`src/hdl/snd_reg_pkg.sv`:
```
package snd_reg_pkg;

    // register offsets, one word each
    localparam logic [7:0] ADDR_SND_CTRL = 8'h00;
    localparam logic [7:0] ADDR_SQ_CTRL  = 8'h04;
    localparam logic [7:0] ADDR_FIFO     = 8'h08;
    localparam logic [7:0] ADDR_STATUS   = 8'h0C;

    // status word bit positions
    localparam int STATUS_UNDERRUN_BIT = 8;
    localparam int STATUS_REQ_BIT      = 9;

    // master control, written through bits 7:0
    typedef struct packed {
        logic       master_en;
        logic       sq_left;
        logic       sq_right;
        logic       ds_left;
        logic       ds_right;
        logic       ds_full;
        logic [1:0] sq_shift;
    } snd_ctrl_t;

    // square channel control, written through bits 16:0
    typedef struct packed {
        logic [1:0]  duty;
        logic [3:0]  volume;
        logic [10:0] period;
    } sq_ctrl_t;

    // one FIFO entry, pushed as a word and played as bytes
    // byte 0 sits in bits 7:0 and plays first
    typedef union packed {
        logic [31:0]     raw;
        logic [3:0][7:0] bytes;
    } fifo_word_u;

endpackage : snd_reg_pkg

```
`src/hdl/snd_audio_pkg.sv`:
```
package snd_audio_pkg;

    // per channel sample
    typedef logic signed [7:0] chan_sample_t;

    // mixed output sample
    typedef logic signed [15:0] mix_sample_t;

    typedef struct packed {
        mix_sample_t left;
        mix_sample_t right;
    } stereo_t;

    // routing and scaling as seen by the mixer
    typedef struct packed {
        logic       sq_left;
        logic       sq_right;
        logic       ds_left;
        logic       ds_right;
        logic       ds_full;
        logic [1:0] sq_shift;
    } route_t;

endpackage : snd_audio_pkg

```
`src/hdl/snd_apb_regs.sv`:
```
`timescale 1ns/1ps

module snd_apb_regs #(
    parameter int FIFO_DEPTH = 8,
    localparam int LVL_W = $clog2(FIFO_DEPTH + 1)
) (
    input  logic                   clk_100,
    input  logic                   rst_n,
    input  logic                   psel,
    input  logic                   penable,
    input  logic                   pwrite,
    input  logic [7:0]             paddr,
    input  logic [31:0]            pwdata,
    output logic [31:0]            prdata,
    output logic                   pready,
    output logic                   pslverr,
    input  logic [LVL_W-1:0]       level,
    input  logic                   full,
    input  logic                   underrun,
    input  logic                   fifo_req,
    output snd_reg_pkg::sq_ctrl_t  sq_cfg,
    output logic                   sq_restart,
    output logic                   push,
    output snd_reg_pkg::fifo_word_u push_word,
    output snd_audio_pkg::route_t  route,
    output logic                   chan_clear,
    output logic                   underrun_clear
);
    import snd_reg_pkg::*;

    snd_ctrl_t snd_ctrl;
    sq_ctrl_t  sq_ctrl;
    logic      access;
    logic      wr;
    logic      addr_ok;
    logic      err;

    // zero wait states
    assign pready = 1'b1;

    assign access = psel && penable;
    assign wr     = access && pwrite;

    always_comb begin
        addr_ok = paddr inside {ADDR_SND_CTRL, ADDR_SQ_CTRL, ADDR_FIFO, ADDR_STATUS};
        err     = 1'b0;
        if (!addr_ok) begin
            err = 1'b1;
        end else if (paddr == ADDR_FIFO) begin
            // FIFO is write only, and a full FIFO drops the word
            err = !pwrite || full;
        end
    end

    assign pslverr = access && err;

    // read mux
    always_comb begin
        prdata = '0;
        if (access && !pwrite) begin
            case (paddr)
                ADDR_SND_CTRL: prdata[7:0] = snd_ctrl;
                ADDR_SQ_CTRL:  prdata[16:0] = sq_ctrl;
                ADDR_STATUS: begin
                    prdata[7:0]                 = 8'(level);
                    prdata[STATUS_UNDERRUN_BIT] = underrun;
                    prdata[STATUS_REQ_BIT]      = fifo_req;
                end
                default: prdata = '0;
            endcase
        end
    end

    always_ff @(posedge clk_100) begin
        if (!rst_n) begin
            snd_ctrl <= '0;
            sq_ctrl  <= '0;
        end else if (wr) begin
            if (paddr == ADDR_SND_CTRL) begin
                snd_ctrl <= snd_ctrl_t'(pwdata[7:0]);
            end
            if (paddr == ADDR_SQ_CTRL) begin
                sq_ctrl <= sq_ctrl_t'(pwdata[16:0]);
            end
        end
    end

    assign sq_cfg         = sq_ctrl;
    assign sq_restart     = wr && paddr == ADDR_SQ_CTRL;
    assign push           = wr && paddr == ADDR_FIFO && !full;
    assign push_word.raw  = pwdata;
    assign underrun_clear = wr && paddr == ADDR_STATUS && pwdata[STATUS_UNDERRUN_BIT];
    assign chan_clear     = !snd_ctrl.master_en;

    assign route = '{sq_left:  snd_ctrl.sq_left,
                     sq_right: snd_ctrl.sq_right,
                     ds_left:  snd_ctrl.ds_left,
                     ds_right: snd_ctrl.ds_right,
                     ds_full:  snd_ctrl.ds_full,
                     sq_shift: snd_ctrl.sq_shift};

endmodule : snd_apb_regs

```
`src/hdl/square_tone.sv`:
```
`timescale 1ns/1ps

module square_tone (
    input  logic                        clk_100,
    input  logic                        rst_n,
    input  logic                        sample_tick,
    input  snd_reg_pkg::sq_ctrl_t       sq_cfg,
    input  logic                        sq_restart,
    input  logic                        chan_clear,
    output snd_audio_pkg::chan_sample_t sq_sample
);
    import snd_audio_pkg::*;

    logic [10:0]  counter;
    logic [2:0]   step;
    logic [7:0]   duty_mask;
    logic         step_high;
    chan_sample_t amp;

    // period counter and duty step
    always_ff @(posedge clk_100) begin
        if (!rst_n) begin
            counter <= '0;
            step    <= '0;
        end else if (sq_restart || chan_clear) begin
            counter <= '0;
            step    <= '0;
        end else if (sample_tick) begin
            if (counter == sq_cfg.period) begin
                counter <= '0;
                step    <= step + 3'd1;
            end else begin
                counter <= counter + 11'd1;
            end
        end
    end

    // high steps per duty setting, bit n is step n
    always_comb begin
        case (sq_cfg.duty)
            2'd0:    duty_mask = 8'b1000_0000;
            2'd1:    duty_mask = 8'b1100_0000;
            2'd2:    duty_mask = 8'b1111_0000;
            default: duty_mask = 8'b1111_1100;
        endcase
    end

    assign step_high = duty_mask[step];

    // volume times 8
    assign amp = chan_sample_t'({1'b0, sq_cfg.volume, 3'b000});

    always_comb begin
        if (chan_clear) begin
            sq_sample = '0;
        end else if (step_high) begin
            sq_sample = amp;
        end else begin
            sq_sample = -amp;
        end
    end

endmodule : square_tone

```
`src/hdl/direct_sound_fifo.sv`:
```
`timescale 1ns/1ps

module direct_sound_fifo #(
    parameter int FIFO_DEPTH = 8,
    localparam int LVL_W = $clog2(FIFO_DEPTH + 1)
) (
    input  logic                        clk_100,
    input  logic                        rst_n,
    input  logic                        sample_tick,
    input  logic                        push,
    input  snd_reg_pkg::fifo_word_u     push_word,
    input  logic                        chan_clear,
    input  logic                        underrun_clear,
    output snd_audio_pkg::chan_sample_t ds_sample,
    output logic [LVL_W-1:0]            level,
    output logic                        full,
    output logic                        underrun,
    output logic                        fifo_req
);
    import snd_reg_pkg::*;
    import snd_audio_pkg::*;

    localparam int PTR_W = (FIFO_DEPTH > 1) ? $clog2(FIFO_DEPTH) : 1;
    localparam logic [LVL_W-1:0] DEPTH_L = LVL_W'(FIFO_DEPTH);
    localparam logic [LVL_W-1:0] HALF_L  = LVL_W'(FIFO_DEPTH / 2);

    fifo_word_u       mem [FIFO_DEPTH];
    fifo_word_u       head;
    logic [PTR_W-1:0] wr_ptr;
    logic [PTR_W-1:0] rd_ptr;
    logic [1:0]       byte_idx;
    logic             empty;
    logic             do_push;
    logic             do_pop;

    // wraps for depths that are not a power of two
    function automatic logic [PTR_W-1:0] ptr_inc(input logic [PTR_W-1:0] p);
        if (p == PTR_W'(FIFO_DEPTH - 1)) begin
            return '0;
        end
        return p + 1'b1;
    endfunction

    assign empty    = level == '0;
    assign full     = level == DEPTH_L;
    assign fifo_req = level <= HALF_L;
    assign head     = mem[rd_ptr];

    assign do_push = push && !full && !chan_clear;
    // word leaves once its last byte is played
    assign do_pop  = sample_tick && !empty && byte_idx == 2'd3 && !chan_clear;

    always_ff @(posedge clk_100) begin
        if (do_push) begin
            mem[wr_ptr] <= push_word;
        end
    end

    // pointers, byte index and level; chan_clear flushes
    always_ff @(posedge clk_100) begin
        if (!rst_n || chan_clear) begin
            wr_ptr   <= '0;
            rd_ptr   <= '0;
            byte_idx <= '0;
            level    <= '0;
        end else begin
            if (do_push) begin
                wr_ptr <= ptr_inc(wr_ptr);
            end
            if (do_pop) begin
                rd_ptr <= ptr_inc(rd_ptr);
            end
            if (sample_tick && !empty) begin
                byte_idx <= byte_idx + 2'd1;
            end
            case ({do_push, do_pop})
                2'b10:   level <= level + 1'b1;
                2'b01:   level <= level - 1'b1;
                default: level <= level;
            endcase
        end
    end

    // played sample and sticky underrun
    always_ff @(posedge clk_100) begin
        if (!rst_n) begin
            ds_sample <= '0;
            underrun  <= 1'b0;
        end else begin
            if (chan_clear) begin
                ds_sample <= '0;
            end else if (sample_tick) begin
                ds_sample <= empty ? '0 : chan_sample_t'(head.bytes[byte_idx]);
            end
            if (sample_tick && empty && !chan_clear) begin
                underrun <= 1'b1;
            end else if (underrun_clear) begin
                underrun <= 1'b0;
            end
        end
    end

endmodule : direct_sound_fifo

```
`src/hdl/snd_mixer.sv`:
```
`timescale 1ns/1ps

module snd_mixer (
    input  logic                        clk_100,
    input  logic                        rst_n,
    input  logic                        sample_tick,
    input  snd_audio_pkg::chan_sample_t sq_sample,
    input  snd_audio_pkg::chan_sample_t ds_sample,
    input  snd_audio_pkg::route_t       route,
    output snd_audio_pkg::stereo_t      audio_out,
    output logic                        out_valid
);
    import snd_audio_pkg::*;

    localparam logic signed [23:0] SAT_MAX = 24'sd32767;
    localparam logic signed [23:0] SAT_MIN = -24'sd32768;

    mix_sample_t mix_left;
    mix_sample_t mix_right;

    // one side of the mix, 24 bits of headroom before saturation
    function automatic mix_sample_t side_mix(
        input chan_sample_t sq,
        input chan_sample_t ds,
        input logic         sq_on,
        input logic         ds_on,
        input logic [1:0]   sq_shift,
        input logic         ds_full
    );
        logic signed [23:0] sq_term;
        logic signed [23:0] ds_term;
        logic signed [23:0] sum;
        sq_term = '0;
        ds_term = '0;
        if (sq_on) begin
            sq_term = 24'(sq) <<< sq_shift;
        end
        if (ds_on) begin
            ds_term = ds_full ? (24'(ds) <<< 1) : 24'(ds);
        end
        sum = (sq_term + ds_term) <<< 6;
        if (sum > SAT_MAX) begin
            return 16'sh7fff;
        end
        if (sum < SAT_MIN) begin
            return 16'sh8000;
        end
        return mix_sample_t'(sum[15:0]);
    endfunction

    always_comb begin
        mix_left  = side_mix(sq_sample, ds_sample, route.sq_left, route.ds_left,
                             route.sq_shift, route.ds_full);
        mix_right = side_mix(sq_sample, ds_sample, route.sq_right, route.ds_right,
                             route.sq_shift, route.ds_full);
    end

    // output holds between ticks
    always_ff @(posedge clk_100) begin
        if (!rst_n) begin
            audio_out <= '0;
            out_valid <= 1'b0;
        end else begin
            out_valid <= sample_tick;
            if (sample_tick) begin
                audio_out.left  <= mix_left;
                audio_out.right <= mix_right;
            end
        end
    end

endmodule : snd_mixer

```
`src/hdl/snd_audio_top.sv`:
```
`timescale 1ns/1ps

module snd_audio_top #(
    parameter int FIFO_DEPTH = 8
) (
    input  logic                   clk_100,
    input  logic                   rst_n,
    input  logic                   psel,
    input  logic                   penable,
    input  logic                   pwrite,
    input  logic [7:0]             paddr,
    input  logic [31:0]            pwdata,
    output logic [31:0]            prdata,
    output logic                   pready,
    output logic                   pslverr,
    input  logic                   sample_tick,
    output snd_audio_pkg::stereo_t audio_out,
    output logic                   out_valid,
    output logic                   fifo_req
);
    import snd_reg_pkg::*;
    import snd_audio_pkg::*;

    localparam int LVL_W = $clog2(FIFO_DEPTH + 1);

    sq_ctrl_t          sq_cfg;
    logic              sq_restart;
    logic              push;
    fifo_word_u        push_word;
    route_t            route;
    logic              chan_clear;
    logic              underrun_clear;
    logic [LVL_W-1:0]  level;
    logic              full;
    logic              underrun;
    chan_sample_t      sq_sample;
    chan_sample_t      ds_sample;

    snd_apb_regs #(.FIFO_DEPTH(FIFO_DEPTH)) u_regs (
        .clk_100, .rst_n,
        .psel, .penable, .pwrite, .paddr, .pwdata,
        .prdata, .pready, .pslverr,
        .level, .full, .underrun, .fifo_req,
        .sq_cfg, .sq_restart, .push, .push_word,
        .route, .chan_clear, .underrun_clear
    );

    square_tone u_square (
        .clk_100, .rst_n, .sample_tick,
        .sq_cfg, .sq_restart, .chan_clear,
        .sq_sample
    );

    direct_sound_fifo #(.FIFO_DEPTH(FIFO_DEPTH)) u_direct (
        .clk_100, .rst_n, .sample_tick,
        .push, .push_word, .chan_clear, .underrun_clear,
        .ds_sample, .level, .full, .underrun, .fifo_req
    );

    snd_mixer u_mixer (
        .clk_100, .rst_n, .sample_tick,
        .sq_sample, .ds_sample, .route,
        .audio_out, .out_valid
    );

endmodule : snd_audio_top

```
`config.mk`:
```
export PLATFORM = sky130hd
export DESIGN_NAME = snd_audio_top
export DESIGN_NICKNAME = d
export VERILOG_FILES = /design/src/hdl/snd_reg_pkg.sv /design/src/hdl/snd_audio_pkg.sv /design/src/hdl/snd_apb_regs.sv /design/src/hdl/square_tone.sv /design/src/hdl/direct_sound_fifo.sv /design/src/hdl/snd_mixer.sv /design/src/hdl/snd_audio_top.sv
export SDC_FILE = /design/constraint.sdc
export NUM_CORES = 1
export LEC_CHECK = 0
export BUFFER_PORTS_ARGS = -buffer_cell sky130_fd_sc_hd__buf_2
export CORE_MARGIN = 3
export CORE_UTILIZATION = 40
export DETAILED_ROUTE_END_ITERATION = 12
export GPL_ROUTABILITY_DRIVEN = 0
export HOLD_SLACK_MARGIN = 0.15
export PLACE_DENSITY = 0.53
export SLEW_MARGIN = 20
export SYNTH_ARGS = -nofsm -noshare
export SYNTH_HDL_FRONTEND = slang
export SYNTH_HIERARCHICAL = 1
export SYNTH_SLANG_ARGS = --single-unit
```
`constraint.sdc`:
```
create_clock -name clk_100 -period 10.1 [get_ports clk_100]
set_input_delay 2.02 -clock clk_100 [delete_from_list [all_inputs] [get_ports clk_100]]
set_output_delay 2.02 -clock clk_100 [all_outputs]
set_load 0.02 [all_outputs]
```
# Word level (Yosys, flattened, before mapping)

Memory sizes are Yosys's and may differ from the RTL's. A register that Yosys moved wholly into a read port is not among the register bits.
Cells that the tools add are included.
W data, S select, Z words.

Add/sub/neg operators: 10
Multipliers: 0
Divide/modulo/power cells: 0
$lt $le $gt $ge: 7
Equal/unequal tests: 12
Shift-type cells: 1
Muxes and demuxes: 51
Bitwise logic cells: 1
Reduce and logical (&&, ||, !) cells: 35

Operators with widths:

| kind                    | count |
|---|---|
| $mux W16                | 8 |
| $mux W18                | 4 |
| $gt A24 B16 Y1 const B  | 2 |
| $lt A24 B16 Y1 const B  | 2 |
| $mux W8                 | 5 |
| $add A18 B18 Y18        | 2 |
| $pmux W8 S3             | 1 |
| $pmux W7 S3             | 1 |
| $mux W1                 | 19 |
| $mux W3                 | 6 |
| $sshl A8 B2 Y18         | 1 |
| $mux W17                | 1 |
| $bmux W8 S2             | 1 |
| $eq A8 B4 Y1 const B    | 2 |
| $logic_and A1 B1 Y1     | 16 |
| $add A11 B1 Y11 const B | 1 |
| $eq A11 B11 Y1          | 1 |
| $mux W11                | 1 |
| $add A3 B1 Y3 const B   | 3 |
| $eq A8 B3 Y1 const B    | 1 |
| $logic_not A8 Y1        | 1 |
| $neg A7 Y8              | 1 |
| $pmux W4 S2             | 1 |
| $reduce_and A2 Y1       | 4 |
| other kinds (21)        | 32 |

Bits in registers: 93
Latch bits: 0
Memory bits (writable): 256
Memory bits (read-only): 0
Input port bits: 46
Memories: 1

Memories:

| memory       | words | width | rd ports | clocked after memory_dff | wr ports | line                    | text |
|---|---|---|---|---|---|---|---|
| u_direct.mem | 8     | 32    | 1        | 1                        | 1        | direct_sound_fifo.sv:27 | `fifo_word_u mem [FIFO_DEPTH];` |

# Logic depth before layout (Yosys ltp)

Depth after elaboration: 14
Gate-level depth with buffers: 18
Depth with buffers taken out: 17

# Modules after synthesis

The synthesis kept the hierarchy.

By module, submodules not included:

| module            | times used | cells an instance | area each (um^2) | seq. area each (um^2) |
|---|---|---|---|---|
| direct_sound_fifo | 1          | 537               | 10,855.4         | 8,167.8 |
| snd_mixer         | 1          | 300               | 2,447.3          | 460.4 |
| snd_apb_regs      | 1          | 213               | 1,774.2          | 500.5 |
| square_tone       | 1          | 107               | 1,061.0          | 280.3 |

# Worst setup path before layout

OpenSTA, ideal clock, no wires.

Kind: in2reg
From: in paddr[1]
To: mem u_direct/mem[0][0] in the netlist's numbering, enable pin
Setup time: 501 ps
Data arrival time: 6,433 ps
Slack: 3,166 ps
Cell stages on the path: 7
Buffers on the path: 0
Path through: nor4_1 > nand2_1 > nor4_1 > a21bo_2 > nor2_1 > inv_1 > nor4_1

Cells in the longest elaborated chain, start to end: 7

RTL lines:

| what                             | line                    | text |
|---|---|---|
| start: declaration               | snd_audio_top.sv:11     | `input logic [7:0] paddr,` |
| $eq A8 B4 Y1                     | snd_apb_regs.sv:90      | `assign push = wr && paddr == ADDR_FIFO && !full;` |
| $logic_and A1 B1 Y1 (2 in a row) | snd_apb_regs.sv:90      |  |
| via push                         | snd_audio_top.sv:28     | `logic push;` |
| $logic_and A1 B1 Y1 (2 in a row) | direct_sound_fifo.sv:49 | `assign do_push = push && !full && !chan_clear;` |
| $mux W1                          | direct_sound_fifo.sv:54 | `if (do_push) begin` |
| $mux W1 (not written as such)    | direct_sound_fifo.sv:55 | `mem[wr_ptr] <= push_word;` |
| end: declaration                 | direct_sound_fifo.sv:27 |  |

The timed path passes the listed nets, and every way through them passes these cells.

# Worst setup path after layout

From: in paddr[5]
To: out prdata[14]

Cells in the longest elaborated chain, start to end: 3

RTL lines:

| what             | line                | text |
|---|---|---|
| $eq A8 B3 Y1     | snd_apb_regs.sv:61  | `case (paddr)` |
| $mux W7          | snd_apb_regs.sv:61  |  |
| $mux W17         | snd_apb_regs.sv:60  | `if (access && !pwrite) begin` |
| end: declaration | snd_audio_top.sv:13 | `output logic [31:0] prdata,` |

No other way between the ends.

==> impl_metrics.tcl <==
set metrics [dict create \
    postCtsHoldBufs 0 \
    via_per_inst 5.39 \
    cp-start-kind "primary input" \
    layout.cells.non_filler 1754 \
    min_period_over_period 0.557 \
    cp.required_ns 8.08 \
    p_leak_nw 6.18 \
    synth_seq_cells 342 \
    grt_overflow 0 \
    crit_path_end_kind "primary output" \
    wirelength_mm 38.1 \
    clk_pin_slew_ns 0.05 \
    wire_per_inst_um 21.7 \
    worst_pin_slew_ns 1.10 \
    async_reset_ff_frac 0 \
    cts_tree "yes" \
    tns_ns 0 \
    fmax_ghz 0.178 \
    cap_violations 0 \
    routed.top_layer "met5" \
    layout_commonest_cell "edfxtp_1" \
    hold_viol 0 \
    ys_types 85 \
    coreArea_um2 39300 \
    reg2regPathDepth 15 \
    nets 1289 \
    vdd_ir_drop_max_v 0.000160 \
    io_buffers 97 \
    min_to "u_mixer/audio_out[14]" \
    synth_area_um2 16100 \
    rows 72 \
    pin_count 114 \
    worst-r2r-setup-slack_ns 6.04 \
    drt-met1-wl_mm 17.3 \
    grt_usage 0.178 \
    clockBufferDepth 3 \
    status "complete, no violations" \
    cp_top_family "simple AND/OR/NAND/NOR gates" \
    numClockSinks 342 \
    hold_path_depth 1 \
    setup_violations 0 \
    postRouteAntennaNets 0 \
    holdCritStartpoint "u_mixer/audio_out[14]" \
    rr_startpoint "u_regs/sq_cfg[15]" \
    numPlacedInstances 1686 \
    drt_iter0_markers 589 \
    dieArea_um2 42800 \
    drive_gt1_frac 0.219 \
    start_util 0.411 \
    yosysSeqAreaShare 0.583 \
    synth_ff_type "edfxtp_1" \
    grt_antenna_before_repair 1 \
    clk_root_buffer_cell "clkbuf_16" \
    rsz0062_at_grt "no" \
    postCtsSetupBuffers 0 \
    hold_class "reg -> reg" \
    grt_max_degree 54 \
    crit_type "in -> out" \
    die_x_um 207 \
    wl_met2_mm 18.5 \
    final_cell_mix "edfxtp_1 (256), buf_2 (97), mux2i_1 (90)" \
    path_common_cell "buf_2" \
    synth_edf_count 256 \
    grt_pass1_wl_mm 57.5 \
    drt_pass1_iterations 6 \
    r2r-end "u_mixer/audio_out[7]" \
    clk_latency_ns 0.54 \
    ys_warn_count 6 \
    cts_buffers 38 \
    critical_path.cell_chain "buf_2, or4_4, nor4_2, and2_1, buf_2" \
    cp_data_arrival_time_ns 3.60 \
    syn_inst 1157 \
    period_needed_ns 5.62 \
    synth_area_per_cell_um2 13.9 \
    crit_path_top_delay_cell "or4_4" \
    path_max_fanout 7 \
    maxSlewViolCount 0 \
    max_stage_delay_ns 0.55 \
    grt_pass1_vias 9570 \
    path_buf_inv 2 \
    cts_max_level 2 \
    fillers 3544 \
    ctsResizeCount 0 \
    power.density_nw_per_um2 161 \
    drc 0 \
    fin_skew_ns 0.0172 \
    dp_hpwl_mm 25.1 \
    syn_to_final_growth_pct 10.8 \
    num_vias 9460 \
    relSlewSlack 0.264 \
    die_h_um 207 \
    routed-wl-met3_mm 1.58 \
]
## power breakdown
part,leakage (nW),switching (mW),internal [mW]
sequential,2.99,0.000726,1.51
combinational,2.61,0.0480,0.0142
clock,0.576,0.544,0.763
## metrics by stage
stage	area, um2	utilization	setup WS [ns]	hold WS [ns]	power [mW]
6_report	17900	0.455	4.48	0.456	2.88
3_3_place_gp	16700	0.425	4.46	0.442	1.60
3_5_place_dp	16700	0.425	4.37	0.451	1.60
4_1_cts	17900	0.455	4.41	0.463	2.92
2_1_floorplan	16200	-	3.17	0.451	1.59
5_1_grt	17900	0.455	4.36	0.507	2.99
## per-layer routing
metal,up-vias,global-route usage
met5,-,0
met4,2,0.0426
met3,54,0.0290
met2,206,0.301
met1,4738,0.241
li1,4460,-
## worst max path at each step
stage	start	end	slack, ns	depth (start not counted)
detailed placement	paddr[1]	u_direct/mem[0][27]	4.37	9
global route	paddr[5]	prdata[14]	4.36	5
floorplan	paddr[1]	u_direct/mem[0][0]	3.17	7
CTS	paddr[5]	prdata[14]	4.41	5
finish	paddr[5]	prdata[14]	4.48	5
global placement	paddr[5]	prdata[10]	4.46	5
## cell type report
| class | count | area (um2) | area share |
|---|---|---|---|
| multi-input combinational | 700 | 5990 | 0.335 |
| timing repair buffer | 110 | 583 | 0.0326 |
| antenna | 1 | 2.50 | 0.000140 |
| sequential | 342 | 9420 | 0.527 |
| clock inverter | 17 | 158 | 0.00882 |
| clock buffer | 50 | 1020 | 0.0568 |
| tap | 518 | 648 | 0.0363 |
| inverter | 16 | 60.1 | 0.00336 |
## cells in the mapped netlist (all sizes together) (13+ instances only)
| library cell | count | area (um2) |
|---|---|---|
| dfxtp | 86 | 1720 |
| mux2i | 90 | 901 |
| nor2 | 66 | 250 |
| a22o | 23 | 201 |
| ha | 33 | 413 |
| nor2b | 22 | 138 |
| nor3 | 29 | 206 |
| clkbuf | 17 | 63.8 |
| mux2 | 14 | 158 |
| nand2 | 74 | 278 |
| xor2 | 13 | 114 |
| mux4 | 48 | 1110 |
| edfxtp | 256 | 7690 |
| a21oi | 29 | 160 |
| a221o | 15 | 158 |
| o21ai | 31 | 155 |
| and2 | 24 | 150 |
| xnor2 | 28 | 287 |
| buf | 97 | 707 |
| inv | 15 | 56.3 |
## state kept, by name, indices dropped and copies added (netlist names), named ones only
| register | flops |
|---|---|
| u_direct/mem | 256 |
| u_mixer/audio_out | 22 |
| u_regs/sq_cfg | 17 |
| u_square/counter | 11 |
| u_direct/ds_sample | 8 |
| u_regs/route | 7 |
| u_direct/level | 4 |
| u_direct/rd_ptr | 3 |
| u_direct/wr_ptr | 3 |
| u_square/step | 3 |
| u_direct/byte_idx | 2 |
| u_direct/underrun | 1 |
| u_mixer/out_valid | 1 |
| u_regs/snd_ctrl | 1 |
## logic make-up (layout without fill, tap and decap cells)
family | after synthesis | count (layout) | share of synthesized area
AOI/OAI and AO/OA | 172 | 172 | 0.0822
xor gates and xnor gates | 41 | 41 | 0.0248
adders and majority gates | 35 | 35 | 0.0281
buffers and inverters | 131 | 193 | 0.0523
DFF | 342 | 342 | 0.583
muxes | 152 | 152 | 0.135
other | 3 | 20 | 0.000698
and+or+nand+nor | 281 | 281 | 0.0943
Note: power is estimated with default switching activity, not from simulation.
